[src/design/axil_sram_pkg.sv]
// Fixed 64-bit data and 32-bit address AXI-lite widths; only OKAY and SLVERR responses exist
`default_nettype none

package axil_sram_pkg;

  localparam int DATA_W = 64;
  localparam int ADDR_W = 32;
  localparam int STRB_W = DATA_W / 8;

  // Word index after dropping the three byte-offset bits
  localparam int IDX_W = ADDR_W - 3;

  typedef enum logic [1:0] {
    RESP_OKAY   = 2'd0,
    RESP_SLVERR = 2'd2
  } resp_e;

  // One SRAM access, at most one per cycle
  typedef struct packed {
    logic              wr_en;
    logic              rd_en;
    logic [IDX_W-1:0]  idx;
    logic [DATA_W-1:0] wdata;
    logic [STRB_W-1:0] wstrb;
  } mem_req_t;

  // Completion seen by the response stage in the acceptance cycle
  typedef struct packed {
    logic wr_done;
    logic rd_done;
    logic err;
  } cpl_t;

endpackage

`default_nettype wire
[src/design/axil_resp_stage.sv]
// Holds one B and one R response; a new completion arrives only when its slot is free
`timescale 1ns/1ps
`default_nettype none

module axil_resp_stage (
  input  wire logic                            i_aclk,
  input  wire logic                            i_arst_n,

  input  axil_sram_pkg::cpl_t                  i_cpl,
  input  wire logic [axil_sram_pkg::DATA_W-1:0] i_mem_rdata,
  input  wire logic                            i_bready,
  input  wire logic                            i_rready,

  output logic                                 o_bvalid,
  output axil_sram_pkg::resp_e                 o_bresp,
  output logic                                 o_rvalid,
  output axil_sram_pkg::resp_e                 o_rresp,
  output logic [axil_sram_pkg::DATA_W-1:0]     o_rdata,

  output logic                                 o_b_free,
  output logic                                 o_r_free
);

  import axil_sram_pkg::*;

  logic  bvalid_q;
  logic  rvalid_q;
  resp_e bresp_q;
  logic  rerr_q;

  always_ff @(posedge i_aclk or negedge i_arst_n) begin
    if (!i_arst_n) begin
      bvalid_q <= 1'b0;
      rvalid_q <= 1'b0;
    end else begin
      if (i_cpl.wr_done) begin
        bvalid_q <= 1'b1;
      end else if (i_bready) begin
        bvalid_q <= 1'b0;
      end

      if (i_cpl.rd_done) begin
        rvalid_q <= 1'b1;
      end else if (i_rready) begin
        rvalid_q <= 1'b0;
      end
    end
  end

  // Response payload, loaded only at acceptance
  always_ff @(posedge i_aclk) begin
    if (i_cpl.wr_done) begin
      bresp_q <= i_cpl.err ? RESP_SLVERR : RESP_OKAY;
    end
    if (i_cpl.rd_done) begin
      rerr_q <= i_cpl.err;
    end
  end

  assign o_bvalid = bvalid_q;
  assign o_bresp  = bresp_q;
  assign o_rvalid = rvalid_q;
  assign o_rresp  = rerr_q ? RESP_SLVERR : RESP_OKAY;

  // A failed read left the SRAM register untouched, so mask it
  assign o_rdata  = rerr_q ? '0 : i_mem_rdata;

  assign o_b_free = ~bvalid_q | i_bready;
  assign o_r_free = ~rvalid_q | i_rready;

endmodule

`default_nettype wire

[config.mk]
export PLATFORM = sky130hd
export DESIGN_NAME = axil_resp_stage
export DESIGN_NICKNAME = d
export VERILOG_FILES = /design/src/design/axil_sram_pkg.sv /design/src/design/axil_resp_stage.sv
export SDC_FILE = /design/constraint.sdc
export NUM_CORES = 1
export LEC_CHECK = 0
export BUFFER_PORTS_ARGS = -buffer_cell sky130_fd_sc_hd__buf_2
export CAP_MARGIN = 20
export CORE_ASPECT_RATIO = 2
export CORE_MARGIN = 2
export CORE_UTILIZATION = 27
export DETAILED_ROUTE_END_ITERATION = 6
export PLACE_DENSITY = 0.82
export SKIP_CTS_REPAIR_TIMING = 1
export SLEW_MARGIN = 20
export SYNTH_ARGS = -nofsm -noshare
export SYNTH_HDL_FRONTEND = slang
export SYNTH_SLANG_ARGS = --single-unit
[constraint.sdc]
create_clock -name i_aclk -period 1 [get_ports i_aclk]
set_input_delay 0.05 -clock i_aclk [delete_from_list [all_inputs] [get_ports i_aclk]]
set_output_delay 0.05 -clock i_aclk [all_outputs]
set_load 0.05 [all_outputs]
# Yosys cells after proc, flatten, opt, wreduce, memory -nomap -nowiden
# Index checks and enable logic that the tools add are counted.
word_totals:
  in_bits: 71
  out_inout_bits: 72
  wordCells: 17
  regBits: 5
op_classes:
  n_bitwise: 4
  muxes: 7
  reduce_logical: 2
op_table:
  columns: ["op", "n"]
  rows:
  - ["2-to-1 mux 64 bit", 1]
  - ["2-to-1 mux 1 bit", 4]
  - ["2-to-1 mux 2 bit", 2]
  - ["nonzero test 2 bit", 2]
  - ["NOT 1 bit", 2]
  - ["OR 1 bit", 2]

# Longest topological paths before layout
depth:
  ltp_word: 2
  depth_mapped: 3
  mapped_depth_nobuf: 2

# Worst setup path after synthesis
# OpenSTA, ideal clock, no wires.
synth_timing:
  path_type: "register -> output"
  startpoint: "register rerr_q"
  endpoint: "output port o_rdata[0] in the netlist's numbering"
  required_ns: 0.950
  path_slack_ns: -0.291
  arrival_ns: 1.241
  stages_incl_launch_ff: 3
  n_path_buf: 1
  path_cell_list: "edfxtp_1 > buf_6 > nor2b_1"
synth_via:
  elab_chain_len: 1
synth_lines:
  columns: ["element", "line_no", "rtl"]
  rows:
  - ["start: declaration", "axil_resp_stage.sv:29", "logic rerr_q;"]
  - ["start signal: assignment", "axil_resp_stage.sv:56", "rerr_q <= i_cpl.err;"]
  - ["2-to-1 mux 64 bit", "axil_resp_stage.sv:66", "assign o_rdata = rerr_q ? '0 : i_mem_rdata;"]
  - ["end: declaration", "axil_resp_stage.sv:18", "output logic [axil_sram_pkg::DATA_W-1:0] o_rdata,"]
# No other way between the ends.

# Worst setup path in the final report
layout_timing:
  startpoint: "register rerr_q"
  endpoint: "output port o_rdata[29] in the netlist's numbering"
# Same word-level chain as after synthesis.

==> flow_summary.json <==
{
  "slowest_delay_ps": 400,
  "start_util": 0.278,
  "synth_top_area_cell": "nor2b_2",
  "cts-root-buf": "clkbuf_8",
  "dpl_worst_slack_ps": -161,
  "num_rows": 28,
  "power_switching_mw": 1.17,
  "fin_crit_ps": 1330,
  "cp_cell_sequence": "buf_6 -> clkbuf_16 -> nor2b_4 -> buf_6",
  "cts_tree": "built",
  "finalNonFillerCells": 259,
  "final.setup.tns_ps": -18760,
  "drive_gt1_frac": 0.965,
  "syn_area_per_cell_um2": 9.62,
  "leakage_nw": 1.35,
  "clkLatencyLatePin_ps": 210,
  "hold_viol": 0,
  "maxCapViolCount": 0,
  "grtUsageTotal": 0.158,
  "final_nets": 301,
  "ys_warn_count": 0,
  "internal_power_mw": 1.26,
  "antenna_violating_nets_post_route": 0,
  "routedWlPerCell_um": 14.3,
  "required_ps": 950,
  "cp.arrival_ps": 1280,
  "cts_sinks": 4,
  "crit_slowest_cell": "edfxtp_1",
  "grt-ovfl-total": 0,
  "place_inst": 250,
  "critPathCaptureType": "output port",
  "p_comb_frac": 0.771,
  "rrSetupSlack_ps": 310,
  "ys_seq_elements": 4,
  "htreeDepth": 1,
  "skew_ps": 0,
  "powerDensity_nw_per_um2": 987,
  "die_h_um": 80.9,
  "timing.final.ws_setup_ps": -327,
  "grt_pass1_vias": 1015,
  "layout_worst_path_cycle_share": 1.33,
  "min_path_type": "in -> reg",
  "drcViolationCount": 0,
  "rsz0062_at_grt": "yes",
  "p_sw_frac": 0.481,
  "post_synth_num_cell_types": 9,
  "clkTransAtPathRegs_ps": 40,
  "dieArea_um2": 3430,
  "ir_drop_mv": 1.11,
  "first_iter_violations": 8,
  "syn_area_um2": 798,
  "drt_first_pass_iters": 2,
  "clock.fmax_ghz": 0.754,
  "outcome": "finished, violations left",
  "whs_ps": 36.4,
  "die_w_um": 42.5,
  "synth_area_leaders": "nor2b_2 (66%), edfxtp_1 (7.5%), buf_6 (7.1%), dfrtp_1 (6.3%), buf_8 (3.8%)",
  "drt-vias-per-instance": 4.38,
  "p_clk_frac": 0.148,
  "diodes": 0,
  "synth_top_area_frac": 0.658,
  "netlist_instances": 83,
  "areaGrowthSynthToFinish_pct": 209,
  "dp_hpwl_mm": 2.53,
  "critPathMaxFanout": 8,
  "synth-seq-area-share": 0.138,
  "cts_made_buffers": 3,
  "cpMostUsedCell": "buf_6",
  "slew_violations": 0,
  "grt_antenna_before_repair": 0,
  "grt_pass1_wl_mm": 4.20,
  "vias": 1135,
  "violations": "setup timing",
  "setup_violations": 65,
  "grt_max_degree": 20,
  "critPathLaunchType": "register",
  "crit_type": "reg -> out",
  "seq_power_share": 0.081,
  "core-area_um2": 2870,
  "globalplace.congestion": 0.719,
  "clockBufferDepth": 2,
  "final_common_cell": "buf_2",
  "boundaryPins": 143,
  "totalWireLength_mm": 3.71,
  "layout_common_cells": "buf_2 (73), nor2b_4 (64), buf_6 (59), buf_8 (6)",
  "portBuffers": 140
}
## metrics by stage
step                power, mW  utilization  instance area, um^2
detailed placement       1.72        0.652                 1870
global placement         1.70        0.652                 1870
floorplan                1.38            -                 1130
finish                   2.43        0.858                 2460
global route             2.52        0.858                 2460
CTS                      2.10        0.668                 1920
## path summary, 6_finish.rpt
check                                startpoint              endpoint  cells past startpoint
hold reg to reg            o_bvalid$_DFFE_PN0P_  o_bvalid$_DFFE_PN0P_                      2
min in group asynchronous              i_arst_n  o_bvalid$_DFFE_PN0P_                      2
hold / removal                         i_cpl[0]  o_bresp[1]$_DFFE_PP_                      1
setup / recovery               rerr_q$_DFFE_PP_           o_rdata[29]                      4
setup reg to reg           o_rvalid$_DFFE_PN0P_  o_rvalid$_DFFE_PN0P_                      2
max in group asynchronous              i_arst_n  o_rvalid$_DFFE_PN0P_                      2
## layer usage
layer | global-route usage | vias to the layer above | wire [um]
li1 | - | 530 | -
met1 | 0.157 | 498 | 1160
met4 | 0.0656 | 0 | 25
met3 | 0.0489 | 2 | 523
met5 | 0 | - | 0
met2 | 0.294 | 105 | 2000
## synthesized netlist by cell type (all sizes together)
cell    instances
buf            10
conb            1
dfrtp           2
edfxtp          2
nand2b          4
nor2b          64
## critical path: cells and delay by family, from the launching register on
family                 cells  cell delay [ps]
buffers and inverters      3              530
flip-flops                 1              400
AND/OR/NAND/NOR            1              120
## power by group through the flow
stage	registers, mW	clock network, mW	logic, mW
CTS	0.196	0.370	1.53
finish	0.196	0.361	1.88
global placement	0.197	0	1.51
floorplan	0.228	0	1.16
global route	0.198	0.383	1.94
detailed placement	0.197	0	1.52
## cell type report
cell class                      count  area (um^2)
Timing Repair Buffer              151         1350
Multi-Input combinational cell     70          918
Fill cell                         146          409
Clock buffer                        4         45.0
Sequential cell                     4          113
Tap cell                           30         37.5
## cells by family (layout without fill, tap and decap cells)
kind of cell	count (synthesis)	count (layout)	synth area share
AND/OR/NAND/NOR	68	68	0.721
flip-flops	4	4	0.138
other	1	2	0.00470
buffers and inverters	10	155	0.136
## flip-flops by register name, indices dropped and copies added (netlist names)
name	flops
o_bresp	1
o_bvalid	1
o_rvalid	1
rerr_q	1
Power figures use the tool's default switching activity.
