## src/design/axil_sram_pkg.sv

```systemverilog
// Fixed 64-bit data and 32-bit address AXI-lite widths; only OKAY and SLVERR responses exist
`default_nettype none

package axil_sram_pkg;

  localparam int DATA_W = 64;
  localparam int ADDR_W = 32;
  localparam int STRB_W = DATA_W / 8;

  // Word index after dropping the three byte-offset bits
  localparam int IDX_W = ADDR_W - 3;

  typedef enum logic [1:0] {
    RESP_OKAY   = 2'd0,
    RESP_SLVERR = 2'd2
  } resp_e;

  // One SRAM access, at most one per cycle
  typedef struct packed {
    logic              wr_en;
    logic              rd_en;
    logic [IDX_W-1:0]  idx;
    logic [DATA_W-1:0] wdata;
    logic [STRB_W-1:0] wstrb;
  } mem_req_t;

  // Completion seen by the response stage in the acceptance cycle
  typedef struct packed {
    logic wr_done;
    logic rd_done;
    logic err;
  } cpl_t;

endpackage

`default_nettype wire
```

## src/design/axil_req_decode.sv

```systemverilog
// Readies are combinational on valids and slot-free levels; masters must hold valid and payload
`timescale 1ns/1ps
`default_nettype none

module axil_req_decode #(
  parameter int DEPTH = 1024
) (
  input  wire logic                            i_aclk,
  input  wire logic                            i_arst_n,

  input  wire logic                            i_awvalid,
  input  wire logic [axil_sram_pkg::ADDR_W-1:0] i_awaddr,
  input  wire logic                            i_wvalid,
  input  wire logic [axil_sram_pkg::DATA_W-1:0] i_wdata,
  input  wire logic [axil_sram_pkg::STRB_W-1:0] i_wstrb,
  input  wire logic                            i_arvalid,
  input  wire logic [axil_sram_pkg::ADDR_W-1:0] i_araddr,

  input  wire logic                            i_b_free,
  input  wire logic                            i_r_free,

  output logic                                 o_awready,
  output logic                                 o_wready,
  output logic                                 o_arready,

  output axil_sram_pkg::mem_req_t              o_req,
  output axil_sram_pkg::cpl_t                  o_cpl
);

  import axil_sram_pkg::*;

  // One extra bit so a DEPTH of 2^IDX_W still fits
  localparam logic [IDX_W:0] LIMIT = (IDX_W+1)'(DEPTH);

  logic             wr_elig;
  logic             rd_elig;
  logic             wr_go;
  logic             rd_go;
  logic             wr_ok;
  logic             rd_ok;
  logic [IDX_W-1:0] wr_idx;
  logic [IDX_W-1:0] rd_idx;

  // High when writes win the next conflict
  logic             wr_pri_q;

  assign wr_elig = i_awvalid & i_wvalid & i_b_free;
  assign rd_elig = i_arvalid & i_r_free;

  assign wr_go = wr_elig & (~rd_elig | wr_pri_q);
  assign rd_go = rd_elig & (~wr_elig | ~wr_pri_q);

  assign o_awready = wr_go;
  assign o_wready  = wr_go;
  assign o_arready = rd_go;

  // Byte offset bits are ignored
  assign wr_idx = i_awaddr[ADDR_W-1:3];
  assign rd_idx = i_araddr[ADDR_W-1:3];

  assign wr_ok = ({1'b0, wr_idx} < LIMIT);
  assign rd_ok = ({1'b0, rd_idx} < LIMIT);

  always_ff @(posedge i_aclk or negedge i_arst_n) begin
    if (!i_arst_n) begin
      wr_pri_q <= 1'b1;
    end else if (wr_elig && rd_elig) begin
      wr_pri_q <= ~wr_pri_q;
    end
  end

  // Out-of-range accesses never reach the array
  always_comb begin
    o_req.wr_en = wr_go & wr_ok;
    o_req.rd_en = rd_go & rd_ok;
    o_req.idx   = wr_go ? wr_idx : rd_idx;
    o_req.wdata = i_wdata;
    o_req.wstrb = i_wstrb;
  end

  always_comb begin
    o_cpl.wr_done = wr_go;
    o_cpl.rd_done = rd_go;
    if (wr_go) begin
      o_cpl.err = ~wr_ok;
    end else begin
      o_cpl.err = rd_go & ~rd_ok;
    end
  end

endmodule

`default_nettype wire

```

## config.mk

```make
export PLATFORM = sky130hd
export DESIGN_NAME = axil_req_decode
export DESIGN_NICKNAME = d
export VERILOG_FILES = /design/src/design/axil_sram_pkg.sv /design/src/design/axil_req_decode.sv
export SDC_FILE = /design/constraint.sdc
export NUM_CORES = 1
export LEC_CHECK = 0
export BUFFER_PORTS_ARGS = -buffer_cell sky130_fd_sc_hd__buf_4
export CORE_AREA = 2 2 97 99
export CTS_BUF_LIST = sky130_fd_sc_hd__clkbuf_2 sky130_fd_sc_hd__clkbuf_4 sky130_fd_sc_hd__clkbuf_8
export CTS_CLUSTER_DIAMETER = 60
export DETAILED_ROUTE_END_ITERATION = 10
export DIE_AREA = 0 0 99 101
export RECOVER_POWER = 50
export SYNTH_ARGS = -nofsm -noshare
export SYNTH_HDL_FRONTEND = slang
export SYNTH_SLANG_ARGS = --single-unit
```

## constraint.sdc

```tcl
create_clock -name i_aclk -period 1.9 [get_ports i_aclk]
set_clock_uncertainty 0.2 [all_clocks]
set_input_delay 0.095 -clock i_aclk [delete_from_list [all_inputs] [get_ports i_aclk]]
set_output_delay 0.095 -clock i_aclk [all_outputs]
set_load 0.05 [all_outputs]
```

### Word level (Yosys, flattened, before mapping)

Cells that the tools add are included.

* ROM bits: 0
* register bits after elaboration: 1
* output and inout port bits: 109
* RAM bits: 0
* bits in latches: 0
* memories kept: 0
* logic and storage cells: 21

* div/mod/pow operators: 0
* add/subtract/negate cells: 0
* order comparisons: 2
* reduce and logical (&&, ||, !) cells: 1
* muxes and demuxes: 2
* equality and inequality tests: 0
* bitwise logic cells: 15
* $mul: 0
* shift operators: 0

Operators by type and width (number)
* $lt A29 B11 Y1 const B: 2
* $mux W29: 1
* $and A1 B1 Y1: 8
* $not A1 Y1: 5
* $or A1 B1 Y1: 2
* $logic_and A1 B1 Y1: 1
* $mux W1: 1

### Longest topological paths before layout

* word-level depth: 7
* gate-level depth with buffers: 5
* gate-level depth less buffers: 4

### Worst setup path after synthesis

OpenSTA, ideal clock, no wires.

* path type: reg2out
* from: register wr_pri_q
* to: output o_req[102] in the netlist's numbering
* path buffers: 1
* arrival time: 1.759 ns
* path slack: -0.154 ns
* stages on the path, launching flop included: 4
* data required time: 1.605 ns
* cell sequence: dfstp_2 -> o21ai_4 -> buf_6 -> nor4_2

RTL lines
* start: declaration: RTL line axil_req_decode.sv:45 `logic wr_pri_q;`
* start signal: assignment: RTL line axil_req_decode.sv:68 `wr_pri_q <= ~wr_pri_q;`
* end: declaration: RTL line axil_req_decode.sv:26 `output axil_sram_pkg::mem_req_t o_req,`

==> flow_metrics.tcl <==
set metrics [dict create \
    syn_avg_cell_area_sq_um 8.45 \
    synth_top_area_frac 0.501 \
    ys_seq_elements 1 \
    core_area_sq_um 8980 \
    grt_pass1_vias 1204 \
    vias 1275 \
    avgViaCountPerCell 3.73 \
    stdcell_count 342 \
    synth_simple_gate_area_share 0.114 \
    drtIter0Drc 6 \
    fin_ws_ps 145 \
    setup_violations 0 \
    synth_area_leaders "buf_4 50%, mux2_2 27%, nor4_1 4.5%, buf_6 3.0%, mux2_4 2.7%" \
    tightest_slew_ps 526 \
    cpPeakStageDelay_ps 270 \
    slew_violations 0 \
    syn_to_final_growth_pct 101 \
    antenna_found_initial 0 \
    synth.most_common_cell "buf_4" \
    initial_utilization 0.125 \
    p_per_area_nw_per_um2 433 \
    portBuffers 101 \
    ys.flop_type "dfstp_2" \
    status "complete, no violations" \
    grt_max_degree 33 \
    relSlewSlack 0.648 \
    critPathKind "in2out" \
    drive_gt1_frac 0.610 \
    postRouteAntennaNets 0 \
    rsz0062_at_grt "false" \
    wirelength_mm 5.29 \
    fin_crit_sh 0.924 \
    synth_fp_nets 276 \
    fp-row-count 35 \
    synth-compound-area-share 0.0200 \
    p_leak_nw 1.02 \
    dpl.hpwl_mm 3.88 \
    largest_reg_flops 1 \
    worstPathRequired_ps 1600 \
    yosysTopAreaCell "buf_4" \
    dpl.cell_count 270 \
    io_pins 252 \
    synthArstFlopShare 1.00 \
    gr-total-overflow 0 \
    hold_viol 0 \
    path_buf_inv 3 \
    worstPathArrival_ps 1460 \
    synthAdderAreaFrac 0 \
    crit_chain "buf_6 -> nor4_4 -> buf_4 -> nand4_1 -> nor4_4 -> nor2b_2 -> buf_6" \
    post-route-drc-count 0 \
    clk_latency_ps 0 \
    diodes 0 \
    start_kind "input port" \
    synth_top_family_by_area "buffers and inverters" \
    grt_pass1_wl_mm 6.69 \
    holdWs_ps 176 \
    final_nets 376 \
    wl_met3_microns 476 \
    timing.final.crit_period_ps 1760 \
    crit_family "simple AND/OR/NAND/NOR gates" \
    endpoint_kind "output port" \
    place_ws_ps -104 \
    first_pass_iters 3 \
    detailed_place.area_sq_um 1470 \
    clock.fmax_ghz 0.570 \
    synth_cell_types 18 \
    cp_slowest_cell "nor4_4" \
    ys.warnings.count 0 \
    cp_max_fo 2 \
    reg.largest.list "wr_pri_q: 1 flops" \
    die_y_microns 101 \
    finalSetupTns_ps 0 \
    nFillCells 952 \
    vdd_drop_max_v 0.000194 \
    top_layer_used "met3" \
    wire_per_inst_microns 15.5 \
    cap_violations 0 \
    synthCells 133 \
    largest-register "wr_pri_q" \
    ys_top_cells_by_count "75 x buf_4, 27 x mux2_2, 8 x nor4_1" \
    netlist_area_sq_um 1120 \
    post_cts_buffers 0 \
    ys_seq_area_frac 0.0234 \
    clk_pin_slew_ps 0 \
    hold_path_class "in2reg" \
    final_cell_area_sq_um 2260 \
    synth_edf_count 0 \
    grt_use_total 0.0859 \
    die_area_sq_um 10000 \
    wl_met2_mm 3.04 \
    synthXorXnorAreaFrac 0.00780 \
    wl_met1_mm 1.77 \
    place.gp.congestion 0.641 \
    muxShareOfSynthArea 0.297 \
    die_x_microns 99 \
]
-- repair_timing --
| item | CTS | global route |
|---|---|---|
| hold endpoints to repair | 73 | 0 |
| resized for setup | 11 | 0 |
| hold buffers | 73 | 0 |
| setup endpoints to repair | 2 | 1 |
| pin swaps | 3 | 1 |
-- through the flow --
stage	power, mW	utilization
after floorplan	0.770	-
after global placement	0.546	0.163
after detailed placement	0.550	0.163
after CTS	0.982	0.252
after global routing	1.01	0.252
final	0.979	0.252
-- worst paths after layout --
check | start | endpoint | slack (ps) | cells after the start
max in group asynchronous | i_arst_n | wr_pri_q | 1080 | 2
min in group asynchronous | i_arst_n | wr_pri_q | 400 | 2
max | i_araddr[13] | o_req[101] | 140 | 7
max reg2reg | wr_pri_q | wr_pri_q | 940 | 1
min reg2reg | wr_pri_q | wr_pri_q | 310 | 1
min | i_r_free | wr_pri_q | 180 | 3
-- routing by layer --
layer,track usage,vias to the layer above
met5,0,-
met4,0,0
met3,0.00139,0
met2,0.187,135
met1,0.0964,560
li1,-,580
-- cells by family after synthesis --
| family | count (synthesis) |
|---|---|
| buffers and inverters | 80 |
| multiplexers | 29 |
| AND/OR/NAND/NOR | 20 |
| XOR/XNOR | 1 |
| AO/OA/AOI/OAI | 2 |
| flip-flops | 1 |
-- placed cells by master, fill, tap and decap left out, drive strengths merged --
cell,netlist,layout
nor3,1,1
dlygate4sd3,0,73
or3,1,1
o21ai,1,1
and3,1,1
o22ai,1,1
nor4,10,10
nand4,1,1
clkbuf,0,2
nor2b,1,1
dfstp,1,1
mux2,29,29
inv,2,2
xnor2,1,1
nand2,3,3
buf,78,101
nand3,2,2
-- report_power, final --
part / internal [mW] / leakage [nW] / switching (mW)
sequential: 0.0409 / 0.0105 / 0.0142
clock: 0 / 0 / 0
combinational: 0.317 / 1.01 / 0.607
-- final cells by class --
type | count | area (sq um) | share of cell area
tap | 111 | 139 | 0.0615
multi-input combinational | 52 | 558 | 0.247
sequential | 1 | 26.3 | 0.0116
timing repair buffer | 176 | 1530 | 0.676
inverter | 2 | 7.51 | 0.00332
-- tightest hold or removal path, delay by kind of cell --
family	cells	cell delay, ps
buffers and inverters	1	120
AND/OR/NAND/NOR	1	70
XOR/XNOR	1	70
Power figures use the tool's default switching activity.
